==> config.mk <==
export PLATFORM = sky130hd
export DESIGN_NAME = wave_classifier_top
export DESIGN_NICKNAME = d
export VERILOG_FILES = /design/src/logic/wave_pkg.sv /design/src/logic/peak_trigger.sv /design/src/logic/sad_classifier.sv /design/src/logic/sqr_template_gen.sv /design/src/logic/tri_template_gen.sv /design/src/logic/wave_classifier_top.sv /design/src/logic/wave_derivative.sv
export SDC_FILE = /design/constraint.sdc
export NUM_CORES = 1
export LEC_CHECK = 0
export BUFFER_PORTS_ARGS = -buffer_cell sky130_fd_sc_hd__buf_2
export CORE_ASPECT_RATIO = 1.5
export CORE_MARGIN = 8
export CORE_UTILIZATION = 25
export CTS_CLUSTER_DIAMETER = 150
export DETAILED_ROUTE_END_ITERATION = 10
export PLACE_DENSITY_LB_ADDON = 0.2
export SYNTH_ARGS = -nofsm -noshare
export SYNTH_HDL_FRONTEND = slang
export SYNTH_SLANG_ARGS = --single-unit
==> constraint.sdc <==
create_clock -name clk -period 11.5 [get_ports clk]
set_input_delay 2.3 -clock clk [delete_from_list [all_inputs] [get_ports clk]]
set_output_delay 2.3 -clock clk [all_outputs]
set_load 0.05 [all_outputs]
==> src/logic/wave_pkg.sv <==
package wave_pkg;

    localparam int data_w         = 8;
    localparam int ph_w           = 32;
    localparam int peak_threshold = 4;
    localparam int window_len     = 256;
    localparam int score_w        = 18;
    localparam int slope_mag      = 16;

    // host configuration, sampled when a window opens
    typedef struct packed {
        logic [ph_w-1:0]   freq_word;
        logic [data_w-1:0] amplitude;
    } cfg_t;

    // unsigned sample, 128 is the midline
    typedef struct packed {
        logic [data_w-1:0] value;
    } sample_t;

    // template values for one accepted sample
    typedef struct packed {
        logic [data_w-1:0] tri_wave;
        logic [data_w-1:0] tri_q;
        logic [data_w-1:0] sqr;
        logic [data_w-1:0] dsqr;
    } tmpl_t;

    typedef enum logic [1:0] {
        triangle = 2'd0,
        square   = 2'd1,
        sine     = 2'd2
    } wave_type_e;

    typedef struct packed {
        wave_type_e         wave_type;
        logic [score_w-1:0] tri_score;
        logic [score_w-1:0] sqr_score;
        logic [score_w-1:0] sin_score;
    } result_t;

endpackage

==> src/logic/peak_trigger.sv <==
`timescale 1ns/1ns

module peak_trigger (
    input  logic              clk,
    input  logic              rst_n,
    input  wave_pkg::sample_t in_data,
    input  logic              in_valid,
    output logic              in_ready,
    input  wave_pkg::cfg_t    cfg,
    input  logic              result_taken,
    output logic              sample_fire,
    output logic              win_start,
    output logic              win_last,
    output logic [7:0]        sample_d
);

    import wave_pkg::*;

    typedef enum logic [1:0] {
        st_idle,
        st_collect,
        st_wait
    } state_e;

    state_e     state;
    logic [7:0] sample_cnt;
    logic [8:0] peak_dist;
    logic       near_peak;
    logic       accept;

    // distance from the configured peak
    assign peak_dist = (in_data.value >= cfg.amplitude) ?
                       ({1'b0, in_data.value} - {1'b0, cfg.amplitude}) :
                       ({1'b0, cfg.amplitude} - {1'b0, in_data.value});
    assign near_peak = (peak_dist <= 9'(peak_threshold));

    // no intake while a result waits
    assign in_ready    = (state != st_wait);
    assign accept      = in_valid && in_ready;
    assign win_start   = accept && (state == st_idle) && near_peak;
    assign win_last    = accept && (state == st_collect) &&
                         (sample_cnt == 8'(window_len - 1));
    assign sample_fire = win_start || (accept && (state == st_collect));

    always_ff @(posedge clk) begin
        if (!rst_n) begin
            state      <= st_idle;
            sample_cnt <= '0;
        end else begin
            case (state)
                st_idle: begin
                    // trigger sample is window sample 0
                    if (win_start) begin
                        state      <= st_collect;
                        sample_cnt <= 8'd1;
                    end
                end
                st_collect: begin
                    if (sample_fire) begin
                        sample_cnt <= sample_cnt + 8'd1;
                    end
                    if (win_last) begin
                        state <= st_wait;
                    end
                end
                st_wait: begin
                    if (result_taken) begin
                        state <= st_idle;
                    end
                end
                default: begin
                    state <= st_idle;
                end
            endcase
        end
    end

    // aligned with the template outputs
    always_ff @(posedge clk) begin
        if (sample_fire) begin
            sample_d <= in_data.value;
        end
    end

endmodule

==> src/logic/sad_classifier.sv <==
`timescale 1ns/1ns

module sad_classifier (
    input  logic              clk,
    input  logic              rst_n,
    input  logic              acc_en,
    input  logic              acc_clear,
    input  logic              acc_last,
    input  logic [7:0]        sample,
    input  logic [7:0]        dwave,
    input  wave_pkg::tmpl_t   tmpl,
    output wave_pkg::result_t result,
    output logic              out_valid,
    input  logic              out_ready,
    output logic              result_taken
);

    import wave_pkg::*;

    logic [score_w-1:0] tri_acc;
    logic [score_w-1:0] sqr_acc;
    logic [score_w-1:0] sin_acc;
    logic [score_w-1:0] tri_step;
    logic [score_w-1:0] sqr_step;
    logic [score_w-1:0] sin_step;
    logic               scores_done;
    wave_type_e         winner;

    function automatic logic [7:0] abs_diff(input logic [7:0] a, input logic [7:0] b);
        return (a >= b) ? (a - b) : (b - a);
    endfunction

    // triangle uses both the wave and its slope
    assign tri_step = score_w'(abs_diff(sample, tmpl.tri_wave)) +
                      score_w'(abs_diff(dwave, tmpl.dsqr));
    // single-term scores doubled to the same scale
    assign sqr_step = score_w'({abs_diff(sample, tmpl.sqr), 1'b0});
    assign sin_step = score_w'({abs_diff(dwave, tmpl.tri_q), 1'b0});

    always_ff @(posedge clk) begin
        if (!rst_n) begin
            tri_acc <= '0;
            sqr_acc <= '0;
            sin_acc <= '0;
        end else if (acc_en) begin
            if (acc_clear) begin
                tri_acc <= tri_step;
                sqr_acc <= sqr_step;
                sin_acc <= sin_step;
            end else begin
                tri_acc <= tri_acc + tri_step;
                sqr_acc <= sqr_acc + sqr_step;
                sin_acc <= sin_acc + sin_step;
            end
        end
    end

    always_ff @(posedge clk) begin
        if (!rst_n) begin
            scores_done <= 1'b0;
        end else begin
            scores_done <= acc_last;
        end
    end

    // ties go to triangle, then square
    always_comb begin
        if ((tri_acc <= sqr_acc) && (tri_acc <= sin_acc)) begin
            winner = triangle;
        end else if (sqr_acc <= sin_acc) begin
            winner = square;
        end else begin
            winner = sine;
        end
    end

    assign result_taken = out_valid && out_ready;

    always_ff @(posedge clk) begin
        if (!rst_n) begin
            out_valid <= 1'b0;
        end else if (scores_done) begin
            out_valid <= 1'b1;
        end else if (result_taken) begin
            out_valid <= 1'b0;
        end
    end

    // held stable until the handshake, no new window can start before it
    always_ff @(posedge clk) begin
        if (scores_done) begin
            result.wave_type <= winner;
            result.tri_score <= tri_acc;
            result.sqr_score <= sqr_acc;
            result.sin_score <= sin_acc;
        end
    end

endmodule

==> src/logic/sqr_template_gen.sv <==
`timescale 1ns/1ns

module sqr_template_gen (
    input  logic           clk,
    input  logic           rst_n,
    input  logic           sample_fire,
    input  logic           win_start,
    input  wave_pkg::cfg_t cfg,
    output logic [7:0]     sqr,
    output logic [7:0]     dsqr
);

    import wave_pkg::*;

    cfg_t            cfg_q;
    cfg_t            cfg_use;
    logic [ph_w-1:0] phase;
    logic [ph_w-1:0] phase_use;
    logic [7:0]      low_level;

    assign phase_use = win_start ? '0 : phase;
    assign cfg_use   = win_start ? cfg : cfg_q;
    // 256 minus amplitude, mod 256
    assign low_level = 8'd0 - cfg_use.amplitude;

    always_ff @(posedge clk) begin
        if (!rst_n) begin
            phase <= '0;
        end else if (sample_fire) begin
            phase <= phase_use + cfg_use.freq_word;
        end
    end

    always_ff @(posedge clk) begin
        if (sample_fire) begin
            sqr  <= phase_use[ph_w-1] ? low_level : cfg_use.amplitude;
            // falling half first, like the triangle
            dsqr <= phase_use[ph_w-1] ? 8'(128 + slope_mag) : 8'(128 - slope_mag);
        end
    end

    always_ff @(posedge clk) begin
        if (sample_fire && win_start) begin
            cfg_q <= cfg;
        end
    end

endmodule

==> src/logic/tri_template_gen.sv <==
`timescale 1ns/1ns

module tri_template_gen (
    input  logic           clk,
    input  logic           rst_n,
    input  logic           sample_fire,
    input  logic           win_start,
    input  wave_pkg::cfg_t cfg,
    output logic [7:0]     tri_wave,
    output logic [7:0]     tri_q
);

    import wave_pkg::*;

    cfg_t            cfg_q;
    cfg_t            cfg_use;
    logic [ph_w-1:0] phase;
    logic [ph_w-1:0] phase_use;
    logic [ph_w-1:0] phase_q;

    // fold phase into a ramp from amp down to 256-amp and back
    function automatic logic [7:0] ramp(input logic [ph_w-1:0] p, input logic [7:0] amp);
        logic [7:0]  pos;
        logic [7:0]  span;
        logic [15:0] drop;
        pos  = p[ph_w-1] ? ~p[ph_w-2 -: 8] : p[ph_w-2 -: 8];
        // 2*amp - 256, amp above the midline
        span = {amp[6:0], 1'b0};
        drop = span * pos;
        return amp - drop[15:8];
    endfunction

    // window sample 0 starts at phase zero, the peak
    assign phase_use = win_start ? '0 : phase;
    assign cfg_use   = win_start ? cfg : cfg_q;
    assign phase_q   = phase_use + {2'b11, {(ph_w-2){1'b0}}};

    always_ff @(posedge clk) begin
        if (!rst_n) begin
            phase <= '0;
        end else if (sample_fire) begin
            phase <= phase_use + cfg_use.freq_word;
        end
    end

    always_ff @(posedge clk) begin
        if (sample_fire) begin
            tri_wave <= ramp(phase_use, cfg_use.amplitude);
            tri_q    <= ramp(phase_q, cfg_use.amplitude);
        end
    end

    always_ff @(posedge clk) begin
        if (sample_fire && win_start) begin
            cfg_q <= cfg;
        end
    end

endmodule

==> src/logic/wave_classifier_top.sv <==
`timescale 1ns/1ns

module wave_classifier_top (
    input  logic              clk,
    input  logic              rst_n,
    input  wave_pkg::cfg_t    cfg,
    input  wave_pkg::sample_t in_data,
    input  logic              in_valid,
    output logic              in_ready,
    output wave_pkg::result_t result,
    output logic              out_valid,
    input  logic              out_ready
);

    import wave_pkg::*;

    logic       sample_fire;
    logic       win_start;
    logic       win_last;
    logic       result_taken;
    logic       acc_en;
    logic       acc_clear;
    logic       acc_last;
    logic [7:0] sample_d;
    logic [7:0] dwave;
    logic [7:0] tri_wave;
    logic [7:0] tri_q;
    logic [7:0] sqr;
    logic [7:0] dsqr;
    tmpl_t      tmpl;

    peak_trigger peak_trigger_i (
        .clk          (clk),
        .rst_n        (rst_n),
        .in_data      (in_data),
        .in_valid     (in_valid),
        .in_ready     (in_ready),
        .cfg          (cfg),
        .result_taken (result_taken),
        .sample_fire  (sample_fire),
        .win_start    (win_start),
        .win_last     (win_last),
        .sample_d     (sample_d)
    );

    wave_derivative wave_derivative_i (
        .clk         (clk),
        .rst_n       (rst_n),
        .sample_fire (sample_fire),
        .win_start   (win_start),
        .sample      (in_data.value),
        .dwave       (dwave)
    );

    tri_template_gen tri_template_gen_i (
        .clk         (clk),
        .rst_n       (rst_n),
        .sample_fire (sample_fire),
        .win_start   (win_start),
        .cfg         (cfg),
        .tri_wave    (tri_wave),
        .tri_q       (tri_q)
    );

    sqr_template_gen sqr_template_gen_i (
        .clk         (clk),
        .rst_n       (rst_n),
        .sample_fire (sample_fire),
        .win_start   (win_start),
        .cfg         (cfg),
        .sqr         (sqr),
        .dsqr        (dsqr)
    );

    // strobes follow the registered sample, derivative and templates
    always_ff @(posedge clk) begin
        if (!rst_n) begin
            acc_en    <= 1'b0;
            acc_clear <= 1'b0;
            acc_last  <= 1'b0;
        end else begin
            acc_en    <= sample_fire;
            acc_clear <= win_start;
            acc_last  <= win_last;
        end
    end

    assign tmpl.tri_wave = tri_wave;
    assign tmpl.tri_q    = tri_q;
    assign tmpl.sqr      = sqr;
    assign tmpl.dsqr     = dsqr;

    sad_classifier sad_classifier_i (
        .clk          (clk),
        .rst_n        (rst_n),
        .acc_en       (acc_en),
        .acc_clear    (acc_clear),
        .acc_last     (acc_last),
        .sample       (sample_d),
        .dwave        (dwave),
        .tmpl         (tmpl),
        .result       (result),
        .out_valid    (out_valid),
        .out_ready    (out_ready),
        .result_taken (result_taken)
    );

endmodule

==> src/logic/wave_derivative.sv <==
`timescale 1ns/1ns

module wave_derivative (
    input  logic       clk,
    input  logic       rst_n,
    input  logic       sample_fire,
    input  logic       win_start,
    input  logic [7:0] sample,
    output logic [7:0] dwave
);

    logic [7:0]        prev_sample;
    logic signed [9:0] diff;

    // midline-offset difference, range -127..383 before saturation
    assign diff = $signed({2'b00, sample}) - $signed({2'b00, prev_sample}) + 10'sd128;

    always_ff @(posedge clk) begin
        if (!rst_n) begin
            dwave <= 8'd128;
        end else if (sample_fire) begin
            if (win_start) begin
                // no previous sample inside the window yet
                dwave <= 8'd128;
            end else if (diff < 10'sd0) begin
                dwave <= 8'd0;
            end else if (diff > 10'sd255) begin
                dwave <= 8'd255;
            end else begin
                dwave <= diff[7:0];
            end
        end
    end

    always_ff @(posedge clk) begin
        if (sample_fire) begin
            prev_sample <= sample;
        end
    end

endmodule

==> run_results.csv, run 1 <==
group,metric,value,unit
min_path,hold_class,"reg2reg",
die,core,91000,um^2
global_routing,grt_use_total,12.7,%
timing,fmax,0.0938,GHz
setup_path,critPathMaxStageDelay,590,ps
clock_network,cts_hold_buffers,0,
setup_path,critPathSlowestCell,"o31ai_1",
die,die_area,101000,um^2
logic_synthesis,ys_ff_latch,267,
logic_synthesis,synth_cell_types,94,
setup_path,rr_worst_depth,36,
logic_synthesis,async_flop_share,0,%
die,num_rows,136,
clock_network,ctsHtreeMaxLevel,1,
timing,finalMaxSlewViolations,0,
setup_path,start_kind,"input port",
setup_path,crit_family,"compound AO/OA/AOI/OAI gates",
logic_synthesis,synth_edf_count,128,
die,start_util,25.1,%
pwr,total_power,2.81,mW
pwr,peakVddDrop,0.110,mV
global_routing,grt_pass1_vias,18378,
min_path,min_to,"sad_classifier_i.result[11]$_DFFE_PP_",
setup_path,path_buf_inv,6,
routing,drtPass1Iterations,5,
die,die_w,263,um
layout,register_area,6630,um^2
routing,wl_per_cell,17.0,um
routing,vias,17997,
min_path,whs_path_depth,0,
setup_path,rrSetupSlack,3090,ps
run_status,status,"finished, final reports clean",
timing,setup_viol,0,
logic_synthesis,synth_top_area_share,16.8,%
routing,avgViaCountPerCell,4.63,
setup_path,worstReg2RegStart,"peak_trigger_i.state[1]$_SDFFE_PN0P_",
clock_network,cts_tree,"yes",
layout,layout.nets,3117,
pwr,power_density,109,nW/um^2
timing,rsz0062_at_grt,"false",
timing,fin_crit_sh,92.7,%
setup_path,r2r-end,"tri_template_gen_i.tri_wave[7]$_DFFE_PP_",
global_routing,grt_max_degree,67,
layout,drive_above_1_share,8.83,%
layout,mostFrequentLayoutCell,"ha_1",
layout,layout_common_cells,"ha_1, nand2_1, nor2_1",
setup_path,endpoint_kind,"register",
place,port_buffers,107,
layout,final_util,28.4,%
clock_network,post_cts_buffers,0,
setup_path,arrival,10990,ps
routing,drt_wl_total,66000,um
logic_synthesis,yosys-top-cells-area,"edfxtp_1, ha_1, dfxtp_1",
logic_synthesis,ys.flop_type,"dfxtp_1",
clock_network,clk_pin_slew,70,ps
timing,skew,19.2,ps
logic_synthesis,yosysTopAreaCell,"edfxtp_1",
logic_synthesis,ys_seq_area_share,29.0,%
routing,drtAntennaViolNets,0,
place,detailed_place_hpwl,52400,um
clock_network,insertion_delay,610,ps
setup_path,worstPathMaxFanout,20,
routing,drc_errors,0,
logic_synthesis,yosysWarnings,0,
run,maxCapViolations,0,
setup_path,cp.required,11830,ps
timing,worst_pin_slew,1020,ps
clock_network,clock-root-buffer,"clkbuf_16",
timing,relSlewSlack,31.7,%
setup_path,cp.depth,38,
global_routing,grt_pass1_wl,104000,um
logic_synthesis,avgSynthCellArea,8.77,um^2
logic_synthesis,synth_cells,2603,
clock_network,clock_path_buffers,3,
timing,setup-tns-final,0,ps
place,routabilityCongestion,0.835,
logic_synthesis,syn-cell-area,22800,um^2
setup_path,path_common_cell,"inv_1",
layout,multiInputGateArea,15000,um^2
die,boundaryPins,110,
clock_network,cts-buffers-inserted,31,
timing,hold_viol,0,
timing,min_period,10660,ps
global_routing,antenna_found_initial,3,
layout,syn2layout_area_growth,13.0,%
min_path,hp-start,"sad_classifier_i.sin_acc[11]$_SDFFE_PN0P_",
clock_network,post_cts_resized,0,
global_routing,grt-ovfl-total,0,
setup_path,critical_path_class,"in2reg",
pwr,p_leak,11.4,nW
routing,drt_iter0_markers,739,
die,die_y,386,um
clock_network,cts.sinks,267,
layout,nFillCells,9668,
## layer usage
layer / track usage, % / part of all wire [%] / up-vias
li1: - / - / 9238
met1: 14.2 / 42 / 8473
met2: 25.0 / 53 / 201
met3: 1.33 / 2.5 / 83
met4: 3.96 / 2.8 / 2
met5: 0 / 0.020 / -
## registers in the layout, indices dropped and copies added (netlist names)
register,cells
sqr_template_gen_i.phase,32
acc_en,1
sqr_template_gen_i.sqr,8
sad_classifier_i.sin_acc,17
sad_classifier_i.scores_done,1
sqr_template_gen_i.dsqr,2
sad_classifier_i.result,54
peak_trigger_i.sample_cnt,8
acc_clear,1
sad_classifier_i.sqr_acc,17
peak_trigger_i.state,2
sqr_template_gen_i.cfg_q,40
acc_last,1
tri_template_gen_i.tri_q,8
tri_template_gen_i.tri_wave,8
wave_derivative_i.prev_sample,8
wave_derivative_i.dwave,8
sad_classifier_i.tri_acc,18
tri_template_gen_i.phase,32
sad_classifier_i.out_valid,1
## how the worst max path moves through the flow
stage / from / slack [ps] / end
global placement: cfg[6] / 330 / tri_template_gen_i.tri_wave[7]$_DFFE_PP_
detailed placement: cfg[5] / 210 / tri_template_gen_i.tri_wave[7]$_DFFE_PP_
floorplan: cfg[7] / 920 / tri_template_gen_i.tri_wave[7]$_DFFE_PP_
finish: cfg[5] / 840 / tri_template_gen_i.tri_wave[7]$_DFFE_PP_
CTS: cfg[5] / 860 / tri_template_gen_i.tri_wave[7]$_DFFE_PP_
global route: cfg[5] / 160 / tri_template_gen_i.tri_wave[7]$_DFFE_PP_
## cells in the mapped netlist, drive strengths merged (6+ instances only)
library cell  count
a211oi           35
o211ai           12
o211a             6
nor2b            24
o22ai             6
and3             21
nor2            242
nand4            23
nand2b           25
nor3             38
or2               7
fa               72
mux2             12
clkbuf           47
or3              21
nand3            41
o21a             29
a31oi            18
buf              35
xor2             47
nor3b            11
and4              7
o31ai            10
o21bai           26
ha              301
a21o             80
nor4              6
o21ai            98
mux2i            28
inv             236
and2             72
a21oi           204
a211o             6
a21boi           11
edfxtp          128
nand2           283
xnor2           129
dfxtp           139
## power breakdown
group / switching (mW) / leakage, nW / total [mW] / internal (mW)
sequential: 0.00638 / 2.23 / 1.03 / 1.02
combinational: 0.396 / 8.67 / 0.696 / 0.299
clock: 0.458 / 0.536 / 1.09 / 0.627
total: 0.861 / 11.4 / 2.81 / 1.95
## area by class of cell
type,instances,area share [%]
sequential,267,25.7
inverter,237,3.47
antenna,1,0.00969
timing repair buffer,137,2.95
clock inverter,24,1.11
tap,1173,5.69
multi-input combinational,2018,58.0
clock buffer,34,3.13
## cells by family (layout without fill, tap and decap cells)
group | count (synthesis) | count (layout) | share of synthesized area (%)
AO/OA/AOI/OAI | 594 | 594 | 17.1
XOR/XNOR | 176 | 176 | 6.75
adder cells (fa/ha/maj) | 373 | 373 | 22.8
buffers and inverters | 319 | 432 | 5.53
flip-flops | 267 | 267 | 29.0
multiplexers | 40 | 40 | 1.84
other | 1 | 3 | 0.0164
AND/OR/NAND/NOR | 833 | 833 | 16.9
## through the flow
step / std cells / setup slack, ps / area (um^2) / hold slack, ps
global placement: 3832 / 334 / 24700 / 417
floorplan: 2604 / 917 / 22800 / 408
global route: 3890 / 164 / 25800 / 444
CTS: 3890 / 862 / 25800 / 438
finish: 3891 / 836 / 25800 / 432
detailed placement: 3832 / 214 / 24700 / 423
Note: power is estimated with default switching activity, not from simulation.
==> inputs of run 2 (changes only) <==
- CTS_BUF_LIST: unset -> sky130_fd_sc_hd__clkbuf_8
- clock period: 11.5 -> 10.3 ns (I/O delays scaled with it)
==> run_results.csv, run 2 (synthesis results as in run 1) <==
group,metric,value,unit
run_status,status,"finished, final reports clean",
clock_network,cts.sinks,267,
clock_network,clk_pin_slew,60,ps
setup_path,critical_path_class,"in2reg",
setup_path,worstPathMaxFanout,13,
timing,fmax,0.102,GHz
timing,hold_viol,0,
timing,worst_pin_slew,1040,ps
setup_path,endpoint_kind,"register",
pwr,p_clk_share,33.9,%
clock_network,ctsHtreeMaxLevel,2,
timing,setup_viol,0,
routing,vias,18313,
die,die_w,263,um
place,dpl-instance-area,25300,um^2
timing,rsz0062_at_grt,"false",
pwr,peakVddDrop,0.0660,mV
layout,layout.nets,3210,
global_routing,grt_pass1_vias,18783,
layout,mostFrequentLayoutCell,"ha_1",
layout,largest_reg_flops,54,
timing,min_period,9760,ps
pwr,seq_power_share,38.0,%
routing,wl_per_cell,16.8,um
clock_network,post_cts_resized,0,
setup_path,arrival,10140,ps
die,die_area,101000,um^2
layout,nFillCells,9721,
pwr,p_sw_share,31.5,%
routing,drc_errors,0,
global_routing,grt_pass1_wl,106000,um
die,start_util,25.1,%
clock_network,cts_tree,"yes",
die,boundaryPins,110,
layout,drive_above_1_share,11.5,%
clock_network,clock_path_buffers,3,
pwr,p_leak,11.8,nW
place,detailed_place_hpwl,53500,um
global_routing,antenna_found_initial,6,
routing,drtPass1Iterations,5,
setup_path,critPathSlowestCell,"fa_1",
routing,drtAntennaViolNets,0,
run,maxCapViolations,0,
clock_network,post_cts_buffers,0,
routing,drt_iter0_markers,735,
timing,relSlewSlack,30.3,%
global_routing,grt_max_degree,65,
place,port_buffers,107,
global_routing,grt_use_total,13.1,%
clock_network,insertion_delay,630,ps
die,core,91000,um^2
min_path,hold_class,"reg2reg",
pwr,combPwrFrac,28.0,%
layout,layout_common_cells,"ha_1, nand2_1, inv_1",
pwr,total_power,3.02,mW
clock_network,cts_hold_buffers,0,
setup_path,cp.required,10670,ps
routing,drt_wl_total,67400,um
routing,avgViaCountPerCell,4.58,
place,routabilityCongestion,0.828,
global_routing,grt-ovfl-total,0,
layout,max_flop_register,"sad_classifier_i.result",
pwr,p_sw,952,uW
timing,finalMaxSlewViolations,0,
timing,skew,19.5,ps
layout,syn2layout_area_growth,14.9,%
die,die_y,386,um
setup_path,start_kind,"input port",
layout,stdcell_area,26200,um^2
pwr,internal-power,2.07,mW
pwr,power_density,115,nW/um^2
setup_path,critPathMaxStageDelay,560,ps
layout,reg.largest.list,"sad_classifier_i.result x54, sqr_template_gen_i.cfg_q x40",
die,num_rows,136,
clock_network,clock-root-buffer,"clkbuf_8",
timing,fin_crit_sh,94.8,%
clock_network,cts-buffers-inserted,48,
## run 2: cell types whose count changed in the layout (fill, tap and decap cells not counted), sizes merged
cell | before | now
buf | 137 | 213
clkbuf | 34 | 51
clkinv | 11 | 12
bufinv | 5 | 3
inv | 243 | 258
## run 2: critical path, delay by kind of cell
| kind | cells | cell delay (ps) |
|---|---|---|
| AO/OA/AOI/OAI | 15 | 2900 |
| XOR/XNOR | 1 | 170 |
| adder cells (fa/ha/maj) | 7 | 3000 |
| buffers and inverters | 9 | 820 |
| AND/OR/NAND/NOR | 7 | 1180 |
## run 2: path summary, 6_finish.rpt
path / to / cells after the start / startpoint / slack [ps]
setup / recovery: tri_template_gen_i.tri_q[7]$_DFFE_PP_ / 39 / cfg[1] / 540
hold reg to reg: sad_classifier_i.result[17]$_DFFE_PP_ / 0 / sad_classifier_i.sin_acc[17]$_SDFFE_PN0P_ / 430
setup reg to reg: tri_template_gen_i.tri_q[7]$_DFFE_PP_ / 36 / peak_trigger_i.state[1]$_SDFFE_PN0P_ / 2330
hold / removal: sad_classifier_i.result[17]$_DFFE_PP_ / 0 / sad_classifier_i.sin_acc[17]$_SDFFE_PN0P_ / 430
## run 2: area by class of cell
cell class              instances  area [um^2]  share of cell area, %
well taps                    1173         1470                   5.59
clock inverters                38          241                  0.920
clock buffers                  51          702                   2.68
diodes                          1         2.50                0.00954
multi-input cells            2018        15000                   57.0
repair buffers                213         1330                   5.07
inverters                     237          896                   3.41
flip-flops and latches        267         6630                   25.3
## run 2: power groups by stage
stage / Clock (mW) / Sequential, mW / Combinational (mW)
after global placement: 0 / 1.17 / 0.864
after global routing: 1.12 / 1.15 / 0.964
after floorplan: 0 / 1.17 / 0.604
after detailed placement: 0 / 1.17 / 0.858
after CTS: 1.09 / 1.15 / 0.865
final: 1.03 / 1.15 / 0.847
## run 2: through the flow
stage                     TNS (ps)  instances  setup slack [ps]  utilization, %  hold slack (ps)
after floorplan                  0       2604              17.3               -              408
after global placement       -64.7       3908             -64.7            27.8              417
after detailed placement      -249       3908              -147            27.8              420
after CTS                        0       3997               544            28.8              431
after global routing             0       3998              3.70            28.8              444
final                            0       3998               537            28.8              427
## run 2: metal layers
metal	vias to the layer above	GRT usage [%]	routed length, um
li1	9410	-	-
met2	274	25.3	35200
met1	8482	13.6	26600
met4	8	6.84	3570
met3	139	1.92	2010
met5	-	0	50
==> inputs of run 3 (changes only) <==
- CTS_BUF_LIST: sky130_fd_sc_hd__clkbuf_8 -> sky130_fd_sc_hd__clkbuf_16
- clock period: 10.3 -> 10.5 ns (I/O delays scaled with it)
==> run_results.csv, run 3 (synthesis results as in run 1) <==
group,metric,value,unit
timing,setup-tns-final,0,ps
routing,vias,18260,
routing,drtPass1Iterations,5,
clock_network,cts_hold_buffers,0,
setup_path,worstReg2RegStart,"peak_trigger_i.state[1]$_SDFFE_PN0P_",
setup_path,cp.required,10850,ps
timing,worst_pin_slew,1020,ps
pwr,p_leak,11.7,nW
pwr,power_density,119,nW/um^2
global_routing,grt_pass1_vias,18537,
die,num_rows,136,
die,start_util,25.1,%
place,routabilityCongestion,0.847,
place,dpl.cell_count,3885,
layout,reg.largest.list,"sad_classifier_i.result x54, sqr_template_gen_i.cfg_q x40",
routing,drtAntennaViolNets,0,
global_routing,antenna_found_initial,2,
layout,largest_reg_flops,54,
die,die_area,101000,um^2
routing,drt_wl_total,67300,um
min_path,hp-start,"sad_classifier_i.sin_acc[11]$_SDFFE_PN0P_",
setup_path,critPathMaxStageDelay,570,ps
global_routing,grt_pass1_wl,105000,um
min_path,min_to,"sad_classifier_i.result[11]$_DFFE_PP_",
layout,stdcell_count,3941,
setup_path,critical_path_class,"in2reg",
die,die_y,386,um
timing,rsz0062_at_grt,"false",
clock_network,cts-buffers-inserted,30,
clock_network,insertion_delay,600,ps
layout,diodes,0,
setup_path,path_common_cell,"inv_1",
layout,layout.nets,3169,
global_routing,grt-ovfl-total,0,
timing,relSlewSlack,31.9,%
clock_network,clock_path_buffers,3,
routing,wl_per_cell,17.1,um
timing,timing.hold.ws,428,ps
run_status,status,"finished, final reports clean",
setup_path,cp.depth,37,
layout,layout_common_cells,"ha_1, nand2_1, nor2_1",
layout,syn2layout_area_growth,14.7,%
setup_path,endpoint_kind,"register",
layout,mostFrequentLayoutCell,"ha_1",
place,port_buffers,107,
setup_path,path_buf_inv,6,
global_routing,grtUsageMet2,25.2,%
place,detailed_place_hpwl,53500,um
setup_path,crit_family,"adder cells",
setup_path,rr_worst_depth,34,
clock_network,cts.sinks,267,
min_path,whs_path_depth,0,
timing,finalMaxSlewViolations,0,
setup_path,arrival,10360,ps
global_routing,grt_use_met3,1.59,%
global_routing,use_met1,14.0,%
setup_path,rrSetupSlack,2150,ps
run,maxCapViolations,0,
layout,multiInputGateArea,15000,um^2
pwr,peakVddDrop,0.130,mV
setup_path,start_kind,"input port",
die,boundaryPins,110,
timing,fmax,0.0998,GHz
timing,setup_viol,0,
layout,nFillCells,9622,
place,dp_slack,-151,ps
setup_path,critPathSlowestCell,"nor3_1",
routing,drc_errors,0,
clock_network,clk_pin_slew,60,ps
global_routing,grt_use_total,13.0,%
routing,drt_iter0_markers,775,
min_path,hold_class,"reg2reg",
global_routing,grt_max_degree,70,
setup_path,r2r-end,"tri_template_gen_i.tri_q[7]$_DFFE_PP_",
layout,register_area,6630,um^2
timing,setup_ws,483,ps
routing,avgViaCountPerCell,4.63,
timing,min_period,10020,ps
clock_network,ctsHtreeMaxLevel,1,
setup_path,worstPathMaxFanout,7,
die,die_w,263,um
layout,final_util,28.8,%
timing,fin_crit_sh,95.4,%
global_routing,grt-busiest-layer,"met2",
timing,hold_viol,0,
clock_network,clock-root-buffer,"clkbuf_16",
clock_network,cts_tree,"yes",
timing,skew,14.0,ps
layout,max_flop_register,"sad_classifier_i.result",
die,core,91000,um^2
layout,drive_above_1_share,10.4,%
-- run 3: where the power goes --
group	switching [mW]	internal [mW]
logic	0.449	0.365
clock network	0.485	0.687
registers	0.00720	1.12
-- run 3: routing by layer --
| metal | vias to the layer above | share of wire, % |
|---|---|---|
| li1 | 9325 | - |
| met4 | 2 | 4.4 |
| met2 | 259 | 53 |
| met1 | 8556 | 40 |
| met3 | 118 | 2.9 |
| met5 | - | 0.015 |
-- run 3: repair_timing --
| item | CTS | global route |
|---|---|---|
| hold endpoints to repair | 0 | 0 |
| resized for setup | 0 | 1 |
| buffers inserted | 0 | 0 |
| endpoints found under the setup margin | 0 | 1 |
-- run 3: worst max-delay path by stage --
| stage | slack [ps] | to | from |
|---|---|---|---|
| after floorplan | 120 | tri_template_gen_i.tri_wave[7]$_DFFE_PP_ | cfg[7] |
| after global placement | -150 | tri_template_gen_i.tri_q[7]$_DFFE_PP_ | cfg[2] |
| after detailed placement | -150 | tri_template_gen_i.tri_q[7]$_DFFE_PP_ | in_data[1] |
| after CTS | 480 | tri_template_gen_i.tri_q[7]$_DFFE_PP_ | cfg[2] |
| after global routing | 20 | tri_template_gen_i.tri_wave[7]$_DFFE_PP_ | cfg[2] |
| final | 480 | tri_template_gen_i.tri_q[7]$_DFFE_PP_ | cfg[2] |
-- run 3: final cells by class --
cell class | instances | area share, %
Tap cell | 1173 | 5.60
Timing Repair Buffer | 190 | 4.47
Clock inverter | 23 | 0.927
Clock buffer | 33 | 3.15
Multi-Input combinational cell | 2018 | 57.1
Inverter | 237 | 3.42
Sequential cell | 267 | 25.3
-- run 3: per-stage QoR --
step	area (um^2)	total power, mW
final	26200	3.11
after global routing	26200	3.30
after CTS	26200	3.17
after detailed placement	25100	1.97
after global placement	25100	1.97
after floorplan	22800	1.74
